===== config.mk =====
export PLATFORM = sky130hd
export DESIGN_NAME = cpu_core
export DESIGN_NICKNAME = d
export VERILOG_FILES = /design/src/source/cpu_pkg.sv /design/src/source/alu.sv /design/src/source/register_file.sv /design/src/source/decode_unit.sv /design/src/source/fetch_unit.sv /design/src/source/cpu_core.sv
export VERILOG_INCLUDE_DIRS = /design/src /design/src/source
export SDC_FILE = /design/constraint.sdc
export NUM_CORES = 1
export LEC_CHECK = 0
export BUFFER_PORTS_ARGS = -buffer_cell sky130_fd_sc_hd__buf_2
export CAP_MARGIN = 20
export CORE_ASPECT_RATIO = 1.5
export CORE_MARGIN = 5
export CORE_UTILIZATION = 54
export CTS_BUF_LIST = sky130_fd_sc_hd__clkbuf_4
export DETAILED_ROUTE_END_ITERATION = 8
export HOLD_SLACK_MARGIN = 0.03
export PLACE_DENSITY = 0.8
export REMOVE_ABC_BUFFERS = 1
export SYNTH_ARGS = -nofsm -noshare
export SYNTH_HDL_FRONTEND = slang
export SYNTH_HIERARCHICAL = 1
export SYNTH_SLANG_ARGS = --single-unit

===== constraint.sdc =====
create_clock -name clk -period 5.7 [get_ports clk]
set_input_delay 0.285 -clock clk [delete_from_list [all_inputs] [get_ports clk]]
set_output_delay 0.285 -clock clk [all_outputs]
set_load 0.02 [all_outputs]

===== src/source/cpu_defs.svh =====
`ifndef CPU_DEFS_SVH
`define CPU_DEFS_SVH

// register and data word
`define DATA_W 16
`define BYTE_W 8

// fetch word, opcode in the low byte
`define INST_W 24

// first fetch address after reset
`define RESET_VECTOR 16'h4000

// x, y and z
`define REG_COUNT 3

// bit positions in the flag byte, other bits read 0
`define FLAG_C 1
`define FLAG_N 2
`define FLAG_Z 3

`endif


===== src/source/cpu_pkg.sv =====
`include "cpu_defs.svh"

package cpu_pkg;

	// encodings are also listed in the trace file header
	typedef enum logic [`BYTE_W-1:0] {
		OPCODE_NOP         = 8'h00,
		OPCODE_TRAP        = 8'h01,
		OPCODE_LD_XL_IMMD  = 8'h10,
		OPCODE_ADD_XL_IMMD = 8'h11,
		OPCODE_SUB_XL_IMMD = 8'h12,
		OPCODE_AND_XL_IMMD = 8'h13,
		OPCODE_OR_XL_IMMD  = 8'h14,
		OPCODE_XOR_XL_IMMD = 8'h15,
		OPCODE_LDW_Y_IMMD  = 8'h20,
		OPCODE_LDW_Z_IMMD  = 8'h21,
		OPCODE_LD_XL_IY    = 8'h30,
		OPCODE_LD_IZ_XL    = 8'h31,
		OPCODE_LDW_IZ_Y    = 8'h32,
		OPCODE_JP_IMMD     = 8'h40,
		OPCODE_JR_D        = 8'h41,
		OPCODE_JRZ_D       = 8'h42,
		OPCODE_JRNZ_D      = 8'h43,
		OPCODE_JRC_D       = 8'h44,
		OPCODE_JRNC_D      = 8'h45
	} opcode_t;

	typedef enum logic [2:0] {
		ALUOP_PASS,
		ALUOP_PASSW,
		ALUOP_ADD,
		ALUOP_SUB,
		ALUOP_AND,
		ALUOP_OR,
		ALUOP_XOR
	} alu_op_t;

	// register file addresses
	typedef enum logic [1:0] {
		REG_X = 2'd0,
		REG_Y = 2'd1,
		REG_Z = 2'd2
	} reg_sel_t;

	// ldw and jp
	typedef struct packed {
		logic [`DATA_W-1:0] immd;
		opcode_t            opcode;
	} inst_wide_t;

	// byte alu ops, ld xl and jr
	typedef struct packed {
		logic [`BYTE_W-1:0] unused;
		logic [`BYTE_W-1:0] immd;
		opcode_t            opcode;
	} inst_narrow_t;

	typedef union packed {
		inst_wide_t   wide;
		inst_narrow_t narrow;
	} inst_t;

endpackage


===== src/source/alu.sv =====
`timescale 1ns/10ps
`include "cpu_defs.svh"

module alu
(
	input  cpu_pkg::alu_op_t   alu_op,
	input  logic [`DATA_W-1:0] operand_a,
	input  logic [`DATA_W-1:0] operand_b,
	input  logic [`BYTE_W-1:0] flags,
	input  logic               flag_update,
	output logic [`DATA_W-1:0] result,
	output logic [`BYTE_W-1:0] next_flags
);

	logic [`BYTE_W-1:0] a_lo;
	logic [`BYTE_W-1:0] b_lo;
	logic [`BYTE_W:0]   sum;
	logic [`BYTE_W-1:0] byte_res;
	logic               sets_c;

	assign a_lo = operand_a[`BYTE_W-1:0];
	assign b_lo = operand_b[`BYTE_W-1:0];

	always_comb
	begin
		// sub is a + ~b + 1, carry out means no borrow
		if (alu_op == cpu_pkg::ALUOP_SUB)
			sum = {1'b0, a_lo} + {1'b0, ~b_lo} + 1'b1;
		else
			sum = {1'b0, a_lo} + {1'b0, b_lo};
		sets_c = 1'b0;
		case (alu_op)
			cpu_pkg::ALUOP_ADD, cpu_pkg::ALUOP_SUB:
			begin
				byte_res = sum[`BYTE_W-1:0];
				sets_c = 1'b1;
			end
			cpu_pkg::ALUOP_AND:
				byte_res = a_lo & b_lo;
			cpu_pkg::ALUOP_OR:
				byte_res = a_lo | b_lo;
			cpu_pkg::ALUOP_XOR:
				byte_res = a_lo ^ b_lo;
			default:
				byte_res = b_lo;
		endcase
		result = (alu_op == cpu_pkg::ALUOP_PASSW) ? operand_b :
			{{(`DATA_W-`BYTE_W){1'b0}}, byte_res};

		next_flags = '0;
		next_flags[`FLAG_C] = flags[`FLAG_C];
		next_flags[`FLAG_N] = flags[`FLAG_N];
		next_flags[`FLAG_Z] = flags[`FLAG_Z];
		if (flag_update && alu_op != cpu_pkg::ALUOP_PASS && alu_op != cpu_pkg::ALUOP_PASSW)
		begin
			next_flags[`FLAG_Z] = (byte_res == '0);
			next_flags[`FLAG_N] = byte_res[`BYTE_W-1];
			if (sets_c)
				next_flags[`FLAG_C] = sum[`BYTE_W];
		end
	end

endmodule


===== src/source/register_file.sv =====
`timescale 1ns/10ps
`include "cpu_defs.svh"

module register_file
(
	input  logic               clk,
	input  logic               reset,
	input  cpu_pkg::reg_sel_t  reg_addr,
	input  logic [1:0]         reg_write_en,
	input  logic [`DATA_W-1:0] reg_write_data,
	input  logic [`BYTE_W-1:0] next_flags,
	output logic [`DATA_W-1:0] x,
	output logic [`DATA_W-1:0] y,
	output logic [`DATA_W-1:0] z,
	output logic [`DATA_W-1:0] next_y,
	output logic [`BYTE_W-1:0] flags
);

	logic [`DATA_W-1:0] regs [`REG_COUNT];
	logic               y_sel;

	assign x = regs[cpu_pkg::REG_X];
	assign y = regs[cpu_pkg::REG_Y];
	assign z = regs[cpu_pkg::REG_Z];

	// y after this cycle's write, for a load through y right after ldw y
	assign y_sel = (reg_addr == cpu_pkg::REG_Y);
	assign next_y = {
		(y_sel && reg_write_en[1]) ? reg_write_data[`DATA_W-1:`BYTE_W] : y[`DATA_W-1:`BYTE_W],
		(y_sel && reg_write_en[0]) ? reg_write_data[`BYTE_W-1:0] : y[`BYTE_W-1:0]
	};

	always_ff @(posedge clk)
	begin
		if (reg_write_en[0])
			regs[reg_addr][`BYTE_W-1:0] <= reg_write_data[`BYTE_W-1:0];
		if (reg_write_en[1])
			regs[reg_addr][`DATA_W-1:`BYTE_W] <= reg_write_data[`DATA_W-1:`BYTE_W];
	end

	always_ff @(posedge clk)
	begin
		if (reset)
			flags <= '0;
		else
			flags <= next_flags;
	end

	a_reg_addr_valid: assert property (@(posedge clk)
		reg_write_en != 2'b00 |-> reg_addr < `REG_COUNT);

endmodule


===== src/source/decode_unit.sv =====
`timescale 1ns/10ps
`include "cpu_defs.svh"

module decode_unit
(
	input  logic               clk,
	input  logic               reset,
	input  cpu_pkg::inst_t     inst,
	input  logic [`DATA_W-1:0] x,
	input  logic [`DATA_W-1:0] y,
	input  logic [`DATA_W-1:0] z,
	input  logic [`DATA_W-1:0] alu_result,
	input  logic [`DATA_W-1:0] dread_data,
	output cpu_pkg::alu_op_t   alu_op,
	output logic [`DATA_W-1:0] operand_a,
	output logic [`DATA_W-1:0] operand_b,
	output logic               flag_update,
	output cpu_pkg::reg_sel_t  reg_addr,
	output logic [1:0]         reg_write_en,
	output logic [`DATA_W-1:0] reg_write_data,
	output logic [`DATA_W-1:0] dwrite_addr,
	output logic [`DATA_W-1:0] dwrite_data,
	output logic [1:0]         dwrite_en,
	output logic               trap
);

	logic [`DATA_W-1:0] immd8;

	assign immd8 = {{(`DATA_W-`BYTE_W){1'b0}}, inst.narrow.immd};

	// stores always go through z, data comes out of the alu pass path
	assign dwrite_addr = z;
	assign dwrite_data = alu_result;
	assign reg_write_data = alu_result;

	always_comb
	begin
		alu_op = cpu_pkg::ALUOP_PASS;
		operand_a = {{(`DATA_W-`BYTE_W){1'b0}}, x[`BYTE_W-1:0]};
		operand_b = '0;
		flag_update = 1'b0;
		reg_addr = cpu_pkg::REG_X;
		reg_write_en = 2'b00;
		dwrite_en = 2'b00;
		case (inst.narrow.opcode)
			cpu_pkg::OPCODE_LD_XL_IMMD:
			begin
				operand_b = immd8;
				reg_write_en = 2'b01;
			end
			cpu_pkg::OPCODE_ADD_XL_IMMD, cpu_pkg::OPCODE_SUB_XL_IMMD, cpu_pkg::OPCODE_AND_XL_IMMD,
			cpu_pkg::OPCODE_OR_XL_IMMD, cpu_pkg::OPCODE_XOR_XL_IMMD:
			begin
				operand_b = immd8;
				flag_update = 1'b1;
				reg_write_en = 2'b01;
				case (inst.narrow.opcode)
					cpu_pkg::OPCODE_ADD_XL_IMMD:
						alu_op = cpu_pkg::ALUOP_ADD;
					cpu_pkg::OPCODE_SUB_XL_IMMD:
						alu_op = cpu_pkg::ALUOP_SUB;
					cpu_pkg::OPCODE_AND_XL_IMMD:
						alu_op = cpu_pkg::ALUOP_AND;
					cpu_pkg::OPCODE_OR_XL_IMMD:
						alu_op = cpu_pkg::ALUOP_OR;
					default:
						alu_op = cpu_pkg::ALUOP_XOR;
				endcase
			end
			cpu_pkg::OPCODE_LDW_Y_IMMD, cpu_pkg::OPCODE_LDW_Z_IMMD:
			begin
				alu_op = cpu_pkg::ALUOP_PASSW;
				operand_b = inst.wide.immd;
				reg_addr = (inst.wide.opcode == cpu_pkg::OPCODE_LDW_Y_IMMD) ?
					cpu_pkg::REG_Y : cpu_pkg::REG_Z;
				reg_write_en = 2'b11;
			end
			cpu_pkg::OPCODE_LD_XL_IY:
			begin
				operand_b = {{(`DATA_W-`BYTE_W){1'b0}}, dread_data[`BYTE_W-1:0]};
				reg_write_en = 2'b01;
			end
			cpu_pkg::OPCODE_LD_IZ_XL:
			begin
				operand_b = operand_a;
				dwrite_en = 2'b01;
			end
			cpu_pkg::OPCODE_LDW_IZ_Y:
			begin
				alu_op = cpu_pkg::ALUOP_PASSW;
				operand_b = y;
				dwrite_en = 2'b11;
			end
			// jumps, nop and trap write nothing
			default:
				flag_update = 1'b0;
		endcase
	end

	always_ff @(posedge clk)
	begin
		if (reset)
			trap <= 1'b0;
		else
			trap <= (inst.narrow.opcode == cpu_pkg::OPCODE_TRAP);
	end

	// fetch loads a nop into inst while reset is held
	a_quiet_in_reset: assert property (@(posedge clk)
		reset && $past(reset) |-> dwrite_en == 2'b00 && reg_write_en == 2'b00);

endmodule


===== src/source/fetch_unit.sv =====
`timescale 1ns/10ps
`include "cpu_defs.svh"

module fetch_unit
(
	input  logic               clk,
	input  logic               reset,
	input  logic [`INST_W-1:0] iread_data,
	input  logic [`BYTE_W-1:0] next_flags,
	input  logic [`DATA_W-1:0] next_y,
	output logic [`DATA_W-1:0] iread_addr,
	output logic [`DATA_W-1:0] dread_addr,
	output cpu_pkg::inst_t     inst
);

	cpu_pkg::inst_t     next_inst;
	cpu_pkg::opcode_t   next_op;
	logic [`DATA_W-1:0] pc;
	logic [`DATA_W-1:0] next_pc;
	logic [`DATA_W-1:0] disp;
	logic [1:0]         inst_len;
	logic               is_jp;
	logic               taken;
	logic               reads_iy;

	assign next_inst = iread_data;
	assign next_op = next_inst.narrow.opcode;
	assign disp = {{(`DATA_W-`BYTE_W){next_inst.narrow.immd[`BYTE_W-1]}}, next_inst.narrow.immd};

	// only length, branch kind and y-indirect use of the fetched word
	always_comb
	begin
		inst_len = 2'd1;
		is_jp = 1'b0;
		taken = 1'b0;
		reads_iy = 1'b0;
		case (next_op)
			cpu_pkg::OPCODE_LD_XL_IMMD, cpu_pkg::OPCODE_ADD_XL_IMMD, cpu_pkg::OPCODE_SUB_XL_IMMD,
			cpu_pkg::OPCODE_AND_XL_IMMD, cpu_pkg::OPCODE_OR_XL_IMMD,
			cpu_pkg::OPCODE_XOR_XL_IMMD:
				inst_len = 2'd2;
			cpu_pkg::OPCODE_LDW_Y_IMMD, cpu_pkg::OPCODE_LDW_Z_IMMD:
				inst_len = 2'd3;
			cpu_pkg::OPCODE_JP_IMMD:
				is_jp = 1'b1;
			cpu_pkg::OPCODE_LD_XL_IY:
				reads_iy = 1'b1;
			cpu_pkg::OPCODE_JR_D:
				taken = 1'b1;
			cpu_pkg::OPCODE_JRZ_D:
				taken = next_flags[`FLAG_Z];
			cpu_pkg::OPCODE_JRNZ_D:
				taken = !next_flags[`FLAG_Z];
			cpu_pkg::OPCODE_JRC_D:
				taken = next_flags[`FLAG_C];
			cpu_pkg::OPCODE_JRNC_D:
				taken = !next_flags[`FLAG_C];
			default:
				inst_len = 2'd1;
		endcase
		// untaken jr still skips its displacement
		if (next_op inside {cpu_pkg::OPCODE_JR_D, cpu_pkg::OPCODE_JRZ_D, cpu_pkg::OPCODE_JRNZ_D,
			cpu_pkg::OPCODE_JRC_D, cpu_pkg::OPCODE_JRNC_D})
			inst_len = 2'd2;
	end

	always_comb
	begin
		if (reset)
			next_pc = `RESET_VECTOR;
		else if (is_jp)
			next_pc = next_inst.wide.immd;
		else if (taken)
			next_pc = pc + disp;
		else
			next_pc = pc + `DATA_W'(inst_len);
	end

	assign iread_addr = next_pc;
	assign dread_addr = reads_iy ? next_y : 'x;

	always_ff @(posedge clk)
	begin
		pc <= next_pc;
		if (reset)
		begin
			inst.wide.immd <= '0;
			inst.wide.opcode <= cpu_pkg::OPCODE_NOP;
		end
		else
			inst <= next_inst;
	end

	a_iread_known: assert property (@(posedge clk)
		!reset && $past(!reset) |-> !$isunknown(iread_addr));

endmodule


===== src/source/cpu_core.sv =====
`timescale 1ns/10ps
`include "cpu_defs.svh"

module cpu_core
(
	input  logic               clk,
	input  logic               reset,
	output logic [`DATA_W-1:0] iread_addr,
	input  logic [`INST_W-1:0] iread_data,
	output logic [`DATA_W-1:0] dread_addr,
	input  logic [`DATA_W-1:0] dread_data,
	output logic [`DATA_W-1:0] dwrite_addr,
	output logic [`DATA_W-1:0] dwrite_data,
	output logic [1:0]         dwrite_en,
	output logic               trap
);

	cpu_pkg::inst_t     inst;
	cpu_pkg::alu_op_t   alu_op;
	cpu_pkg::reg_sel_t  reg_addr;
	logic [`DATA_W-1:0] x;
	logic [`DATA_W-1:0] y;
	logic [`DATA_W-1:0] z;
	logic [`DATA_W-1:0] next_y;
	logic [`DATA_W-1:0] operand_a;
	logic [`DATA_W-1:0] operand_b;
	logic [`DATA_W-1:0] alu_result;
	logic [`DATA_W-1:0] reg_write_data;
	logic [1:0]         reg_write_en;
	logic [`BYTE_W-1:0] flags;
	logic [`BYTE_W-1:0] next_flags;
	logic               flag_update;

	fetch_unit fetch_i (.clk, .reset, .iread_data, .next_flags, .next_y, .iread_addr,
		.dread_addr, .inst);

	decode_unit decode_i (.clk, .reset, .inst, .x, .y, .z, .alu_result, .dread_data,
		.alu_op, .operand_a, .operand_b, .flag_update, .reg_addr, .reg_write_en,
		.reg_write_data, .dwrite_addr, .dwrite_data, .dwrite_en, .trap);

	alu alu_i (
		.alu_op,
		.operand_a,
		.operand_b,
		.flags,
		.flag_update,
		.result(alu_result),
		.next_flags
	);

	register_file regs_i (.clk, .reset, .reg_addr, .reg_write_en, .reg_write_data,
		.next_flags, .x, .y, .z, .next_y, .flags);

endmodule


Word level (Yosys, flattened, before mapping)

Memory sizes are Yosys's and may differ from the RTL's.
Index checks and enable logic that the tools add are counted.
Widths: inputs -> output; s select.

Memories: 1
Output and inout bits: 67
Flip-flop bits (word level): 44
Input bits: 42
Memory bits (writable): 48

Bitwise operators: 4
Multiplexer cells: 29
Equal/unequal tests: 35
Reductions and logical operators: 17
Add/subtract/negate cells: 5

Memory list:

| memory      | words | width | rd ports | clocked after memory_dff | write ports | RTL line            | text |
|---|---|---|---|---|---|---|---|
| regs_i.regs | 3     | 16    | 3        | 0                        | 1           | register_file.sv:19 | `` logic [`DATA_W-1:0] regs [`REG_COUNT]; `` |

Operator list:

| kind                | count |
|---|---|
| $eq 8x5->1 const B  | 12 |
| $mux 16             | 5 |
| $pmux 16 s5         | 1 |
| $eq 8x6->1 const B  | 8 |
| $eq 8x7->1 const B  | 6 |
| $pmux 8 s4          | 1 |
| $add 8x8->9         | 2 |
| $add 16x16->16      | 1 |
| $add 16x2->16       | 1 |
| $mux 8              | 2 |
| $pmux 2 s2          | 3 |
| $pmux 3 s4          | 1 |
| $reduce_or 6->1     | 2 |
| $add 9x1->9 const B | 1 |
| $eq 3x3->1 const B  | 3 |
| $mux 1              | 9 |
| $mux 9              | 1 |
| $and 8x8->8         | 1 |
| $eq 8x1->1 const B  | 1 |
| $logic_not 8->1     | 1 |
| $not 8->8           | 1 |
| $or 8x8->8          | 1 |
| $xor 8x8->8         | 1 |
| $reduce_or 7->1     | 1 |
| 15 further kinds    | 24 |

Longest topological paths before layout

Depth in word-level cells: 15
Gate-level depth with buffers: 30
Depth with buffers taken out: 28

Cells and area by module

The synthesis kept the hierarchy.

Modules (own cells, without submodules):

| module        | area an instance (um2) | sequential area each (um2) | instances | cells an instance |
|---|---|---|---|---|
| fetch_unit    | 2192.1                 | 800.8                      | 1         | 253 |
| register_file | 1896.8                 | 1601.5                     | 1         | 88 |
| alu           | 1473.9                 | 0.0                        | 1         | 214 |
| decode_unit   | 1126.1                 | 20.0                       | 1         | 145 |

Least setup slack after synthesis

Ideal clock, no wire load.

Kind: register to output
From: reg fetch_i/inst[4] (netlist bit)
To: out iread_addr[8]
Setup slack: -0.486 ns
Arrival time: 5.901 ns
Data required time: 5.415 ns
Stages on the path, launching flop included: 29
Buffers on the path: 3
Cells stage by stage: dfxtp_1 -> buf_6 -> nor3b_1 -> o31a_1 -> buf_6 -> a221o_1 -> inv_1 -> ha_1 -> buf_4 -> a21oi_1 -> a31oi_1 -> o311ai_1 -> xnor2_1 -> o21ai_0 -> or4b_1 -> o31ai_2 -> a311oi_2 -> nor3_4 -> a21oi_1 -> a21oi_1 -> ha_1 -> inv_1 -> fa_1 -> nor2b_1 -> o21ai_0 -> a21oi_1 -> o22ai_1 -> xor2_1 -> a211oi_1

Longest elaborated chain between the ends: 15

RTL lines:

| item                                                                | RTL line          | text |
|---|---|---|
| start: declaration                                                  | fetch_unit.sv:13  | `output cpu_pkg::inst_t inst` |
| start signal: assignment                                            | fetch_unit.sv:91  | `inst <= next_inst;` |
| $eq 8x5->1 / $eq 8x6->1 (equally long branches)                     | decode_unit.sv:45 | `case (inst.narrow.opcode)` |
| $reduce_or 6->1 (no line) / $reduce_or 2->1 (equally long branches) | -                 |  |
| $pmux 16 s5 (*)                                                     | decode_unit.sv:45 |  |
| named net operand_b[2]                                              | cpu_core.sv:26    | `` logic [`DATA_W-1:0] operand_b; `` |
| $not 8->8                                                           | alu.sv:28         | `sum = {1'b0, a_lo} + {1'b0, ~b_lo} + 1'b1;` |
| $add 8x8->9                                                         | alu.sv:28         |  |
| $add 9x1->9                                                         | alu.sv:28         |  |
| $mux 9                                                              | alu.sv:27         | `if (alu_op == cpu_pkg::ALUOP_SUB)` |
| $pmux 8 s4 (*)                                                      | alu.sv:32         | `case (alu_op)` |
| $logic_not 8->1 (*)                                                 | alu.sv:56         | `` next_flags[`FLAG_Z] = (byte_res == '0); `` |
| $mux 3 (*)                                                          | alu.sv:54         | `if (flag_update && alu_op != cpu_pkg::ALUOP_PASS && alu_op != cpu_pkg::ALUOP_PASSW)` |
| named net next_flags[3]                                             | cpu_core.sv:31    | `` logic [`BYTE_W-1:0] next_flags; `` |
| $logic_not 1->1                                                     | fetch_unit.sv:53  | `` taken = !next_flags[`FLAG_Z]; `` |
| $pmux 1 s5 (*)                                                      | fetch_unit.sv:37  | `case (next_op)` |
| $mux 16 (*)                                                         | fetch_unit.sv:73  | `else if (taken)` |
| $mux 16 (*)                                                         | fetch_unit.sv:71  | `else if (is_jp)` |
| $mux 16 (*)                                                         | fetch_unit.sv:69  | `if (reset)` |
| end: declaration                                                    | cpu_core.sv:8     | `` output logic [`DATA_W-1:0] iread_addr, `` |

Mark *: on every way through the listed nets, which the timed path passes. The rest lies on a longest branch.

Worst setup path in the final report

From: reg fetch_i/inst[2] (netlist bit)
To: out iread_addr[14]

Same word-level chain as after synthesis.

==> impl_metrics.json <==
{
  "status": "complete, but fails checks",
  "worst-setup-path-type": "reg2out",
  "reg2reg_from": "fetch_i/inst[2]$_SDFF_PP0_",
  "start_util": 0.5549,
  "critPathLaunchType": "flip-flop",
  "cts_buffer_depth": 2,
  "hp-start": "iread_data[21]",
  "clk_latency_ns": 0.47,
  "core_area_sq_um": 11110,
  "layout_common_cells": "buf_4 (151), buf_2 (84), edfxtp_1 (40)",
  "cp-end-kind": "output port",
  "grt_pass1_wl_um": 30970,
  "synth_area_sq_um": 6167,
  "fin_ws_ns": -1.167,
  "multi_input_area_sq_um": 3876,
  "violations": "setup timing",
  "period_share": 1.205,
  "hpwl_um": 14130,
  "vias": 6101,
  "final_common_cell": "buf_4",
  "cts-root-buf": "clkbuf_4",
  "min_path_type": "in2reg",
  "skew_ns": 0.03183,
  "overflow": 0,
  "grt_pass1_vias": 6171,
  "cap_violations": 0,
  "slowest_delay_ns": 0.52,
  "ys_warn_count": 6,
  "tightest_slew_ns": 1.045,
  "die_h_um": 140.9,
  "whs_path_depth": 2,
  "area_growth_syn_to_layout_pct": 36.42,
  "hold-worst-slack_ns": 0.07157,
  "startpoint": "fetch_i/inst[2]$_SDFF_PP0_",
  "rows": 47,
  "grt_max_degree": 42,
  "place_congestion": 0.9590,
  "wl_um": 21810,
  "fp.dieW_um": 97.26,
  "cts_tree": "built",
  "viasPerCell": 6.126,
  "layout-drive-gt1-share": 0.5130,
  "numCtsBuffers": 9,
  "finalCriticalPeriod_ns": 6.867,
  "grt_use_total": 0.2838,
  "rsz0062_at_grt": "yes",
  "critPathArrivalTime_ns": 6.58,
  "seq_area_sq_um": 2072,
  "rr_worst_depth": 30,
  "fill_cells": 651,
  "crit_path_top_delay_cell": "or4b_4",
  "holdBufCountCts": 0,
  "drc": 0,
  "postRouteAntennaNets": 0,
  "syn_inst": 663,
  "slew_headroom": 0.3003,
  "p_total_uw": 1324,
  "p_leak_uw": 0.003601,
  "numPortBuffers": 100,
  "r2r_slack_ns": -0.49,
  "final_nets": 928,
  "worst-path-max-fanout": 5,
  "finalMaxSlewViolations": 0,
  "cts_num_sinks": 83,
  "setup_violations": 26,
  "first_pass_iters": 5,
  "clk_pin_slew_ns": 0.13,
  "powerDensity_nw_per_um2": 157.4,
  "drt_iter0_drc": 499,
  "cts-htree-levels": 3,
  "ir_worst_vdd_uv": 182.2,
  "ioPinCount": 109,
  "final_util": 0.7570,
  "fmax_mhz": 145.6,
  "hold_violations": 0,
  "antenna_found_initial": 1,
  "postSynthAreaPerCell_sq_um": 9.302,
  "cp.required_ns": 5.41,
  "die-area_sq_um": 13700,
  "wl_per_cell_um": 21.90
}
-- final timing paths --
kind	to
worst max-delay path	iread_addr[14]
worst min-delay path	fetch_i/inst[21]$_SDFF_PP0_
worst max register to register	fetch_i/pc[10]$_DFF_P_
worst min register to register	regs_i/flags[1]$_SDFF_PP0_
-- registers in the layout (all words and copies together), names as in the netlist --
| register | flops |
|---|---|
| fetch_i/pc | 16 |
| decode_i/trap | 1 |
| regs_i/regs | 40 |
| fetch_i/inst | 24 |
| regs_i/flags | 2 |
-- critical path: cells and delay by family (launching register included) --
| family | cells | cell delay [ns] |
|---|---|---|
| multiplexers | 1 | 0.18 |
| buffers and inverters | 4 | 0.46 |
| adder cells (fa/ha/maj) | 4 | 1.14 |
| XOR/XNOR | 2 | 0.23 |
| AND/OR/NAND/NOR | 7 | 1.61 |
| flip-flops | 1 | 0.38 |
| AO/OA/AOI/OAI | 11 | 2.15 |
-- metrics by stage --
step	worst slack, ns	TNS (ns)	instances	instance area, sq um
after CTS	-0.8356	-11.03	986	8020
after floorplan	-1.916	-43.66	560	5440
after detailed placement	-0.8091	-11.32	934	7112
after global placement	-0.7001	-9.558	934	7112
after global routing	-1.413	-23.61	996	8413
final	-1.167	-16.43	996	8413
-- area by class of cell --
class,count,area share
clock inverter,5,0.006544
inverter,39,0.01770
clock buffer,11,0.009816
sequential,83,0.2463
antenna,1,0.0002974
timing repair buffer,272,0.2368
multi-input combinational,438,0.4607
tap,147,0.02186
-- repair_timing --
action | CTS | global route
resized for setup | 115 | 77
buffers inserted | 38 | 18
endpoints found under the setup margin | 28 | 35
pin swaps | 43 | 43
-- layer usage --
layer	share of wire	vias to the layer above	wire length (um)	global-route usage
met5	0	-	0	0
met4	0.076	0	1653	0.1933
met3	0.074	136	1618	0.05339
met2	0.53	399	11460	0.5371
met1	0.32	2918	7077	0.2750
li1	-	2648	-	-
-- report_power, final --
part | switching (uW) | internal (uW) | leakage, uW
combinational | 169 | 148 | 0.00283
sequential | 12.2 | 640 | 0.000694
clock | 211 | 143 | 0.0000811
Power figures use the tool's default switching activity.
